**src/common/taint_params.svh**
```systemverilog
`ifndef TAINT_PARAMS_SVH
`define TAINT_PARAMS_SVH

// operand values and taint masks share one width
`define TAINT_DATA_W 16

// taint store geometry
`define TAINT_ADDR_W 4
`define TAINT_DEPTH  16

// trace hash of tainted/untainted transitions
`define TAINT_HASH_W 16

`endif

```
**src/common/taint_pkg.sv**
```systemverilog
`include "taint_params.svh"

package taint_pkg;

    // operations the unit propagates taint through
    typedef enum logic [3:0] {
        OP_AND = 4'd0,
        OP_OR  = 4'd1,
        OP_XOR = 4'd2,
        OP_ADD = 4'd3,
        OP_SUB = 4'd4,
        OP_SHL = 4'd5,
        OP_SHR = 4'd6,
        OP_EQ  = 4'd7,
        OP_MUX = 4'd8
    } op_e;

    typedef logic [`TAINT_DATA_W-1:0] data_t;
    typedef logic [`TAINT_ADDR_W-1:0] addr_t;

    // one extra bit so a fully tainted store can be counted
    typedef logic [`TAINT_ADDR_W:0] count_t;

    typedef logic [`TAINT_HASH_W-1:0] hash_t;

endpackage

```
**src/common/taint_op_if.sv**
```systemverilog
interface taint_op_if;

    logic              valid;
    taint_pkg::op_e    opcode;
    taint_pkg::data_t  a;
    taint_pkg::data_t  b;
    taint_pkg::data_t  a_taint;
    taint_pkg::data_t  b_taint;
    logic              sel;
    logic              sel_taint;
    taint_pkg::addr_t  dst;
    logic              dst_taint;

    modport issue (
        output valid, opcode, a, b, a_taint, b_taint,
        output sel, sel_taint, dst, dst_taint
    );

    modport alu (
        input valid, opcode, a, b, a_taint, b_taint,
        input sel, sel_taint, dst, dst_taint
    );

endinterface

```
**src/common/taint_wr_if.sv**
```systemverilog
interface taint_wr_if;

    logic              valid;
    taint_pkg::addr_t  dst;
    logic              dst_taint;
    taint_pkg::data_t  taint;

    modport alu (
        output valid, dst, dst_taint, taint
    );

    modport store (
        input valid, dst, dst_taint, taint
    );

endinterface

```
**src/logic/taint_issue.sv**
```systemverilog
module taint_issue (
    input  logic              pos_clk,
    input  logic              pos_arst,
    input  logic              op_valid,
    input  taint_pkg::op_e    op_code,
    input  taint_pkg::data_t  op_a,
    input  taint_pkg::data_t  op_b,
    input  taint_pkg::data_t  op_a_taint,
    input  taint_pkg::data_t  op_b_taint,
    input  logic              op_sel,
    input  logic              op_sel_taint,
    input  taint_pkg::addr_t  op_dst,
    input  logic              op_dst_taint,
    taint_op_if.issue         op
);

    // strobe is registered every cycle so a single-cycle valid stays single-cycle
    always_ff @(posedge pos_clk or posedge pos_arst) begin
        if (pos_arst) begin
            op.valid <= 1'b0;
        end else begin
            op.valid <= op_valid;
        end
    end

    // operation fields only move when a new operation arrives
    always_ff @(posedge pos_clk) begin
        if (op_valid) begin
            op.opcode    <= op_code;
            op.a         <= op_a;
            op.b         <= op_b;
            op.a_taint   <= op_a_taint;
            op.b_taint   <= op_b_taint;
            op.sel       <= op_sel;
            op.sel_taint <= op_sel_taint;
            op.dst       <= op_dst;
            op.dst_taint <= op_dst_taint;
        end
    end

endmodule

```
**src/logic/taint_tracker_top.sv**
```systemverilog
module taint_tracker_top (
    input  logic              pos_clk,
    input  logic              pos_arst,
    input  logic              op_valid,
    input  taint_pkg::op_e    op_code,
    input  taint_pkg::data_t  op_a,
    input  taint_pkg::data_t  op_b,
    input  taint_pkg::data_t  op_a_taint,
    input  taint_pkg::data_t  op_b_taint,
    input  logic              op_sel,
    input  logic              op_sel_taint,
    input  taint_pkg::addr_t  op_dst,
    input  logic              op_dst_taint,
    output logic              result_valid,
    output taint_pkg::data_t  result_taint,
    input  logic              rd_en,
    input  taint_pkg::addr_t  rd_addr,
    output logic              rd_valid,
    output taint_pkg::data_t  rd_taint,
    output taint_pkg::count_t taint_sum,
    output taint_pkg::hash_t  trace_hash
);

    taint_op_if op_if ();
    taint_wr_if wr_if ();

    taint_issue i_issue (
        .pos_clk      (pos_clk),
        .pos_arst     (pos_arst),
        .op_valid     (op_valid),
        .op_code      (op_code),
        .op_a         (op_a),
        .op_b         (op_b),
        .op_a_taint   (op_a_taint),
        .op_b_taint   (op_b_taint),
        .op_sel       (op_sel),
        .op_sel_taint (op_sel_taint),
        .op_dst       (op_dst),
        .op_dst_taint (op_dst_taint),
        .op           (op_if.issue)
    );

    taint_alu i_alu (
        .pos_clk  (pos_clk),
        .pos_arst (pos_arst),
        .op       (op_if.alu),
        .wr       (wr_if.alu)
    );

    taint_store i_store (
        .pos_clk    (pos_clk),
        .pos_arst   (pos_arst),
        .wr         (wr_if.store),
        .rd_en      (rd_en),
        .rd_addr    (rd_addr),
        .rd_valid   (rd_valid),
        .rd_taint   (rd_taint),
        .taint_sum  (taint_sum),
        .trace_hash (trace_hash)
    );

    // result is visible at the same edge it is written into the store
    assign result_valid = wr_if.valid;
    assign result_taint = wr_if.taint;

endmodule

```
**src/taint_alu/taint_alu.sv**
```systemverilog
`include "taint_params.svh"

module taint_alu (
    input  logic    pos_clk,
    input  logic    pos_arst,
    taint_op_if.alu op,
    taint_wr_if.alu wr
);

    localparam int SHAMT_W = $clog2(`TAINT_DATA_W);

    taint_pkg::data_t any_taint;
    taint_pkg::data_t a_lo;
    taint_pkg::data_t a_hi;
    taint_pkg::data_t b_lo;
    taint_pkg::data_t b_hi;
    taint_pkg::data_t and_t;
    taint_pkg::data_t or_t;
    taint_pkg::data_t xor_t;
    taint_pkg::data_t add_t;
    taint_pkg::data_t sub_t;
    taint_pkg::data_t shl_t;
    taint_pkg::data_t shr_t;
    taint_pkg::data_t eq_t;
    taint_pkg::data_t mux_t;
    taint_pkg::data_t result;
    logic             amt_tainted;
    logic             amt_overflow;

    assign any_taint = op.a_taint | op.b_taint;

    // bounds of each operand with the tainted bits forced low or high
    assign a_lo = op.a & ~op.a_taint;
    assign a_hi = op.a | op.a_taint;
    assign b_lo = op.b & ~op.b_taint;
    assign b_hi = op.b | op.b_taint;

    // a tainted bit matters unless the other side's clean bit already decides it
    assign and_t = (op.a_taint & op.b) | (op.b_taint & op.a) | (op.a_taint & op.b_taint);
    assign or_t  = (op.a_taint & ~op.b) | (op.b_taint & ~op.a) | (op.a_taint & op.b_taint);

    assign xor_t = {`TAINT_DATA_W{|any_taint}};

    // bits where the extreme sums disagree can be reached by a carry from taint
    assign add_t = ((a_lo + b_lo) ^ (a_hi + b_hi)) | any_taint;
    assign sub_t = ((a_lo - b_lo) ^ (a_hi - b_hi)) | any_taint;

    assign amt_tainted  = |op.b_taint;
    assign amt_overflow = op.b >= `TAINT_DATA_W;

    always_comb begin
        if (amt_tainted) begin
            shl_t = '1;
            shr_t = '1;
        end else if (amt_overflow) begin
            shl_t = '0;
            shr_t = '0;
        end else begin
            shl_t = op.a_taint << op.b[SHAMT_W-1:0];
            shr_t = op.a_taint >> op.b[SHAMT_W-1:0];
        end
    end

    // only the clean bits are compared and the result lives in bit 0
    always_comb begin
        eq_t    = '0;
        eq_t[0] = (|any_taint) && ((op.a & ~any_taint) == (op.b & ~any_taint));
    end

    always_comb begin
        mux_t = op.sel ? op.b_taint : op.a_taint;
        if (op.sel_taint) begin
            mux_t = mux_t | (op.a ^ op.b);
        end
    end

    always_comb begin
        case (op.opcode)
            taint_pkg::OP_AND: result = and_t;
            taint_pkg::OP_OR:  result = or_t;
            taint_pkg::OP_XOR: result = xor_t;
            taint_pkg::OP_ADD: result = add_t;
            taint_pkg::OP_SUB: result = sub_t;
            taint_pkg::OP_SHL: result = shl_t;
            taint_pkg::OP_SHR: result = shr_t;
            taint_pkg::OP_EQ:  result = eq_t;
            taint_pkg::OP_MUX: result = mux_t;
            // an unknown opcode taints everything when any input is tainted
            default:           result = xor_t;
        endcase
    end

    always_ff @(posedge pos_clk or posedge pos_arst) begin
        if (pos_arst) begin
            wr.valid <= 1'b0;
        end else begin
            wr.valid <= op.valid;
        end
    end

    always_ff @(posedge pos_clk) begin
        if (op.valid) begin
            wr.taint     <= result;
            wr.dst       <= op.dst;
            wr.dst_taint <= op.dst_taint;
        end
    end

endmodule

```
**src/taint_store/taint_store.sv**
```systemverilog
`include "taint_params.svh"

module taint_store (
    input  logic              pos_clk,
    input  logic              pos_arst,
    taint_wr_if.store         wr,
    input  logic              rd_en,
    input  taint_pkg::addr_t  rd_addr,
    output logic              rd_valid,
    output taint_pkg::data_t  rd_taint,
    output taint_pkg::count_t taint_sum,
    output taint_pkg::hash_t  trace_hash
);

    taint_pkg::data_t mem [`TAINT_DEPTH];
    taint_pkg::data_t wr_word;
    logic             was_tainted;
    logic             now_tainted;
    logic             status_flip;

    // a tainted address may have landed anywhere, so the whole entry is suspect
    assign wr_word     = wr.dst_taint ? '1 : wr.taint;
    assign was_tainted = |mem[wr.dst];
    assign now_tainted = |wr_word;
    assign status_flip = wr.valid && (was_tainted != now_tainted);

    always_ff @(posedge pos_clk or posedge pos_arst) begin
        if (pos_arst) begin
            for (int i = 0; i < `TAINT_DEPTH; i++) begin
                mem[i] <= '0;
            end
        end else if (wr.valid) begin
            mem[wr.dst] <= wr_word;
        end
    end

    // count and hash only move when an entry changes between clean and tainted
    always_ff @(posedge pos_clk or posedge pos_arst) begin
        if (pos_arst) begin
            taint_sum  <= '0;
            trace_hash <= '0;
        end else if (status_flip) begin
            if (now_tainted) begin
                taint_sum <= taint_sum + 1'b1;
            end else begin
                taint_sum <= taint_sum - 1'b1;
            end
            trace_hash <= (trace_hash << `TAINT_ADDR_W) ^ taint_pkg::hash_t'(wr.dst);
        end
    end

    always_ff @(posedge pos_clk or posedge pos_arst) begin
        if (pos_arst) begin
            rd_valid <= 1'b0;
        end else begin
            rd_valid <= rd_en;
        end
    end

    // read sees the entry before a write at the same edge
    always_ff @(posedge pos_clk) begin
        if (rd_en) begin
            rd_taint <= mem[rd_addr];
        end
    end

endmodule

```
**config.mk**
```make
export PLATFORM = sky130hd
export DESIGN_NAME = taint_tracker_top
export DESIGN_NICKNAME = d
export VERILOG_FILES = /design/src/common/taint_pkg.sv /design/src/common/taint_op_if.sv /design/src/common/taint_wr_if.sv /design/src/logic/taint_issue.sv /design/src/logic/taint_tracker_top.sv /design/src/taint_alu/taint_alu.sv /design/src/taint_store/taint_store.sv
export VERILOG_INCLUDE_DIRS = /design/src /design/src/common
export SDC_FILE = /design/constraint.sdc
export NUM_CORES = 1
export LEC_CHECK = 0
export ABC_AREA = 0
export BUFFER_PORTS_ARGS = -buffer_cell sky130_fd_sc_hd__buf_2
export CORE_MARGIN = 3
export CORE_UTILIZATION = 35
export CTS_BUF_LIST = sky130_fd_sc_hd__clkbuf_8 sky130_fd_sc_hd__clkbuf_16
export CTS_CLUSTER_DIAMETER = 30
export CTS_CLUSTER_SIZE = 28
export DETAILED_ROUTE_END_ITERATION = 16
export PLACE_DENSITY = 0.59
export SKIP_CTS_REPAIR_TIMING = 1
export SLEW_MARGIN = 25
export SYNTH_ARGS = -nofsm -noshare
export SYNTH_HDL_FRONTEND = slang
export SYNTH_SLANG_ARGS = --single-unit
```
**constraint.sdc**
```tcl
create_clock -name pos_clk -period 19.4 [get_ports pos_clk]
set_input_delay 3.88 -clock pos_clk [delete_from_list [all_inputs] [get_ports pos_clk]]
set_output_delay 3.88 -clock pos_clk [all_outputs]
set_load 0.1 [all_outputs]
```
---- Yosys cells after proc, flatten, opt, wreduce, memory -nomap -nowiden ----
Index checks and enable logic that the tools add are counted.
storage, ports and cells
  output and inout port bits .............. 55
  register bits ........................... 392
  bits of input ports ..................... 83
cells by class
  $add $sub $neg .......................... 6
  muxes and demuxes ....................... 18
  bitwise operators ....................... 30
  shift-type cells ........................ 2
  $lt $le $gt $ge ......................... 4
  reduce and logical (&&, ||, !) cells .... 8
  equality and inequality tests ........... 9
operators with widths
  cell                                                                 count
  bitwise mux 256 bit                                                  1
  2-to-1 mux 16 bit                                                    12
  bitwise OR 16 bit                                                    10
  bitwise AND 16 bit                                                   9
  binary-select mux 16 bit (select 4 bit)                              2
  case mux 16 bit (8 select lines)                                     1
  NOT 16 bit                                                           5
  demux 16 bit (select 4 bit)                                          1
  OR reduction 16 bit                                                  4
  bitwise XOR 16 bit                                                   3
  adder 16 bit                                                         2
  subtractor 16 bit                                                    2
  equality test 16 bit                                                 1
  equality test 4 x 3 -> 1 bit (second input constant)                 4
  greater-or-equal comparator 16 x 5 -> 1 bit (second input constant)  1
  left shift 16 x 4 -> 16 bit                                          1
  right shift 16 x 4 -> 16 bit                                         1
  bitwise XOR 16 x 4 -> 16 bit                                         1
  greater-or-equal comparator 5 bit (second input constant)            2
  NOT 4 -> 5 bit                                                       2
  adder 5 x 1 -> 5 bit (second input constant)                         1
  < comparator 5 x 1 -> 1 bit (second input constant)                  1
  2-to-1 mux 5 bit                                                     1
  subtractor 5 x 1 -> 5 bit (second input constant)                    1
  6 further kinds                                                      8

---- Depth between registers and ports, before layout ----
  word-level depth ........................ 7
  depth in mapped cells ................... 15
  gate-level depth less buffers ........... 13

---- Modules after synthesis ----
Synthesis repeated with hierarchy kept, for this count alone.
second synthesis, totals
  cells, all modules ...................... 2335
  area, all modules ....................... 23139.7 sq um
modules (own cells, without submodules)
  module       area an instance (sq um)  cells each  times used
  taint_store  13769.5                   1262        1
  taint_alu    7089.3                    996         1
  taint_issue  2280.9                    77          1

---- Least setup slack after synthesis ----
OpenSTA, ideal clock, no wires.
  path type ............................... input to register
  start point ............................. input rd_addr[0]
  end point ............................... register i_store.rd_taint[0] (data pin)
  slack ................................... 13.324 ns
  arrival time ............................ 5.804 ns
  path buffers ............................ 2
  stages on the path ...................... 4
  cell sequence ........................... clkbuf_1 -> buf_1 -> mux4_2 -> mux4_2
on the way
  word-level cells in the longest chain between the ends .. 4
RTL lines
  what                                                  line                     text
  start, declared                                       taint_tracker_top.sv:17  input taint_pkg::addr_t rd_addr,
  NOT 4 -> 5 bit (not written as such)                  taint_store.sv:63        rd_taint <= mem[rd_addr];
  binary-select mux 16 bit (select 4 bit)               taint_store.sv:63
  2-to-1 mux 16 bit (not written as such) (2 in a row)  taint_store.sv:63
  end signal, assigned                                  taint_store.sv:63
  end, declared                                         taint_store.sv:10        output taint_pkg::data_t rd_taint,
No other way between the ends. The select of a mux whose other input is x is not followed.
A chain may end at the register's enable or synchronous reset.

---- Worst setup path after layout ----
  start point ............................. input rd_addr[0]
  end point ............................... register i_store.rd_taint[12] (data pin)
The elaborated chain is that of the path after synthesis.

==> results.sh <==
export IMPL_synth_top_area_frac=0.313
export IMPL_drt_pass1_iterations=6
export IMPL_synth_top_cells_by_count="nor2_1, dfrtp_1, a21oi_1"
export IMPL_layout_drive_gt1_share=0.205
export IMPL_min_period_ns=5.69
export IMPL_gr_usage_met3=0.0449
export IMPL_start_kind="input pin"
export IMPL_holdPathStages=0
export IMPL_slowest_delay_ns=0.70
export IMPL_place_congestion=1.00
export IMPL_tritoncts="yes"
export IMPL_wirelength_um=78800
export IMPL_dieArea_um2=67000
export IMPL_reg2reg_to="i_alu.wr.taint[14]$_DFFE_PP_"
export IMPL_hold_end="i_alu.wr.dst[2]$_DFFE_PP_"
export IMPL_internal_power_uw=2470
export IMPL_max_cap_violations=0
export IMPL_slowest_stage="buf_4"
export IMPL_clkSlewWorstSetupHoldPaths_ns=0.05
export IMPL_p_comb_frac=0.265
export IMPL_synthTopCellsByArea="dfrtp_1, edfxtp_1, mux4_2"
export IMPL_switchingPower_uw=1490
export IMPL_overflow=0
export IMPL_htree_levels=3
export IMPL_pwr_share_seq=0.363
export IMPL_max_slew_margin=0.174
export IMPL_synthCells=2243
export IMPL_path_cells="buf_4 > buf_4 > mux4_2 > mux4_2"
export IMPL_synth_edff_count=112
export IMPL_die_h_um=259
export IMPL_antenna_found_initial=3
export IMPL_hold_class="register to register"
export IMPL_worstRegToRegCells=14
export IMPL_n_antenna_cell=0
export IMPL_grt_max_degree=149
export IMPL_fin_setup_tns_ns=0
export IMPL_io_buffer_count=137
export IMPL_placed_area_um2=23900
export IMPL_dp_hpwl_um=57600
export IMPL_rsz0062_at_grt="false"
export IMPL_r2r_start="i_issue.op.b[1]$_DFFE_PP_"
export IMPL_route_detailed_wl_per_inst_um=24.2
export IMPL_cp_required_ns=19.77
export IMPL_p_leak_uw=0.0110
export IMPL_fmax_ghz=0.176
export IMPL_min_from="i_issue.op.dst[2]$_DFFE_PP_"
export IMPL_yosys_area_top_type="dfrtp_1"
export IMPL_seq_area_frac_synth=0.463
export IMPL_via_count=18822
export IMPL_cts_sinks=392
export IMPL_cts_buffers=86
export IMPL_grt_pass1_wl_um=120000
export IMPL_synth_main_ff_cell="dfrtp_1"
export IMPL_insertion_delay_ns=0.66
export IMPL_ant_nets=0
export IMPL_use_met1=0.327
export IMPL_path_delay_family="multiplexers"
export IMPL_clockRootBuffer="clkbuf_16"
export IMPL_arrival_ns=6.06
export IMPL_synth_seq_cells=392
export IMPL_synthArstFlopShare=0.714
export IMPL_peakVddDrop_mv=0.0725
export IMPL_rows=92
export IMPL_worstSetupPathType="input pin to register"
export IMPL_setup_violations=0
export IMPL_clockBufferDepth=3
export IMPL_power_density_nw_per_um2=147
export IMPL_fin_skew_ns=0.0670
export IMPL_crit_buf_inv=2
export IMPL_drc=0
export IMPL_status="completed"
export IMPL_drt_iter0_drc=2268
export IMPL_gr_max_usage_layer="met2"
export IMPL_ys_types=80
export IMPL_area_growth_pct=20.2
export IMPL_critPathCaptureType="register"
export IMPL_die_w_um=259
export IMPL_start_util=0.354
export IMPL_p_clk_frac=0.372
export IMPL_fin_nets=2489
export IMPL_syn_num_nets=2390
export IMPL_grt_usage=0.235
export IMPL_final_max_slew_viol_count=0
export IMPL_avgSynthCellArea_um2=9.98
export IMPL_grt_pass1_vias=18718
export IMPL_crit_fanout=43
export IMPL_io_pins=138
export IMPL_r2r_slack_ns=14.80
export IMPL_vias_per_cell=5.77
export IMPL_synth_most_common_cell="nor2_1"
export IMPL_hold_violations=0
export IMPL_worstMarginPinSlew_ns=1.21
export IMPL_min_period_over_period=0.293
export IMPL_synth_area_um2=22400
export IMPL_core_um2=63200
export IMPL_sw_frac_of_total=0.377
export IMPL_design_area_um2=26900
export IMPL_ys_warn_count=0
export IMPL_grtUsageMet2=0.354
## flip-flops by register name, indices dropped and copies added (netlist names), 4 cells and up
signal,flops
i_alu.wr.dst,4
i_issue.op.a,16
i_issue.op.a_taint,16
i_issue.op.opcode,4
i_store.rd_taint,16
i_alu.wr.taint,16
i_issue.op.b,16
i_issue.op.dst,4
i_store.mem,256
i_issue.op.b_taint,16
i_store.trace_hash,16
i_store.taint_sum,5
## per-stage QoR
| step | util | total power (µW) | instances | setup WS [ns] | hold WS, ns |
|---|---|---|---|---|---|
| after floorplan | - | 2100 | 2243 | 7.80 | 0.400 |
| after CTS | 0.425 | 3960 | 3260 | 13.54 | 0.403 |
| final | 0.426 | 3960 | 3260 | 13.71 | 0.393 |
| after global routing | 0.426 | 4130 | 3260 | 13.48 | 0.413 |
| after detailed placement | 0.377 | 2470 | 3100 | 12.88 | 0.407 |
| after global placement | 0.377 | 2440 | 3096 | 12.97 | 0.403 |
## logic make-up (layout without fill, tap and decap cells)
logic type	Yosys count	after routing	synth area share
AO/OA/AOI/OAI	619	619	0.165
XOR/XNOR	93	93	0.0370
adder cells (fa/ha/maj)	64	64	0.0374
buffers and inverters	245	416	0.0424
flip-flops	392	392	0.463
multiplexers	128	128	0.110
AND/OR/NAND/NOR	702	702	0.145
## power by group through the flow
| stage | logic (µW) | clock network (µW) | registers [µW] |
|---|---|---|---|
| finish | 1050 | 1470 | 1440 |
| detailed placement | 1040 | 0 | 1430 |
| CTS | 1040 | 1500 | 1420 |
| global route | 1130 | 1540 | 1450 |
| floorplan | 595 | 0 | 1510 |
| global placement | 1010 | 0 | 1430 |
## layout make-up
type                            count  area (µm²)
Clock buffer                       96        2310
Clock inverter                     64         718
Fill cell                        5964       36300
Inverter                           85         332
Multi-Input combinational cell   1606       11200
Sequential cell                   392       10400
Tap cell                          846        1060
Timing Repair Buffer              171         961
## layer usage
layer,up-vias,part of all wire
met2,1032,0.44
met4,0,0.046
met1,9218,0.42
met5,-,0
met3,201,0.090
li1,8371,-
## placed cells by master, fill, tap and decap left out, types with 32 or more instances in the layout
cell type  netlist  final
nand2_1        168    167
buf_4            6     32
nor2_1         284    263
mux4_2          87     87
ha_1            59     59
a21oi_1        263    263
o21ai_0        163    163
buf_2            6    135
edfxtp_1       112    112
clkbuf_16        0     88
xnor2_1         63     63
nor4_1          70     70
inv_1           83     94
dfrtp_1        280    279
## worst max-delay path by stage
stage               depth (start not counted)  slack (ns)                             end  startpoint
floorplan                                   1        7.80        i_alu.wr.valid$_DFF_PP0_    pos_arst
global placement                            4       12.97     i_store.mem[12]$_DFFE_PP0P_    pos_arst
detailed placement                          4       12.88     i_store.mem[44]$_DFFE_PP0P_    pos_arst
CTS                                         4       13.54     i_store.mem[27]$_DFFE_PP0P_    pos_arst
global route                                4       13.48     i_store.mem[27]$_DFFE_PP0P_    pos_arst
finish                                      4       13.71  i_store.rd_taint[12]$_DFFE_PP_  rd_addr[0]
(Power assumes the default switching activity.)
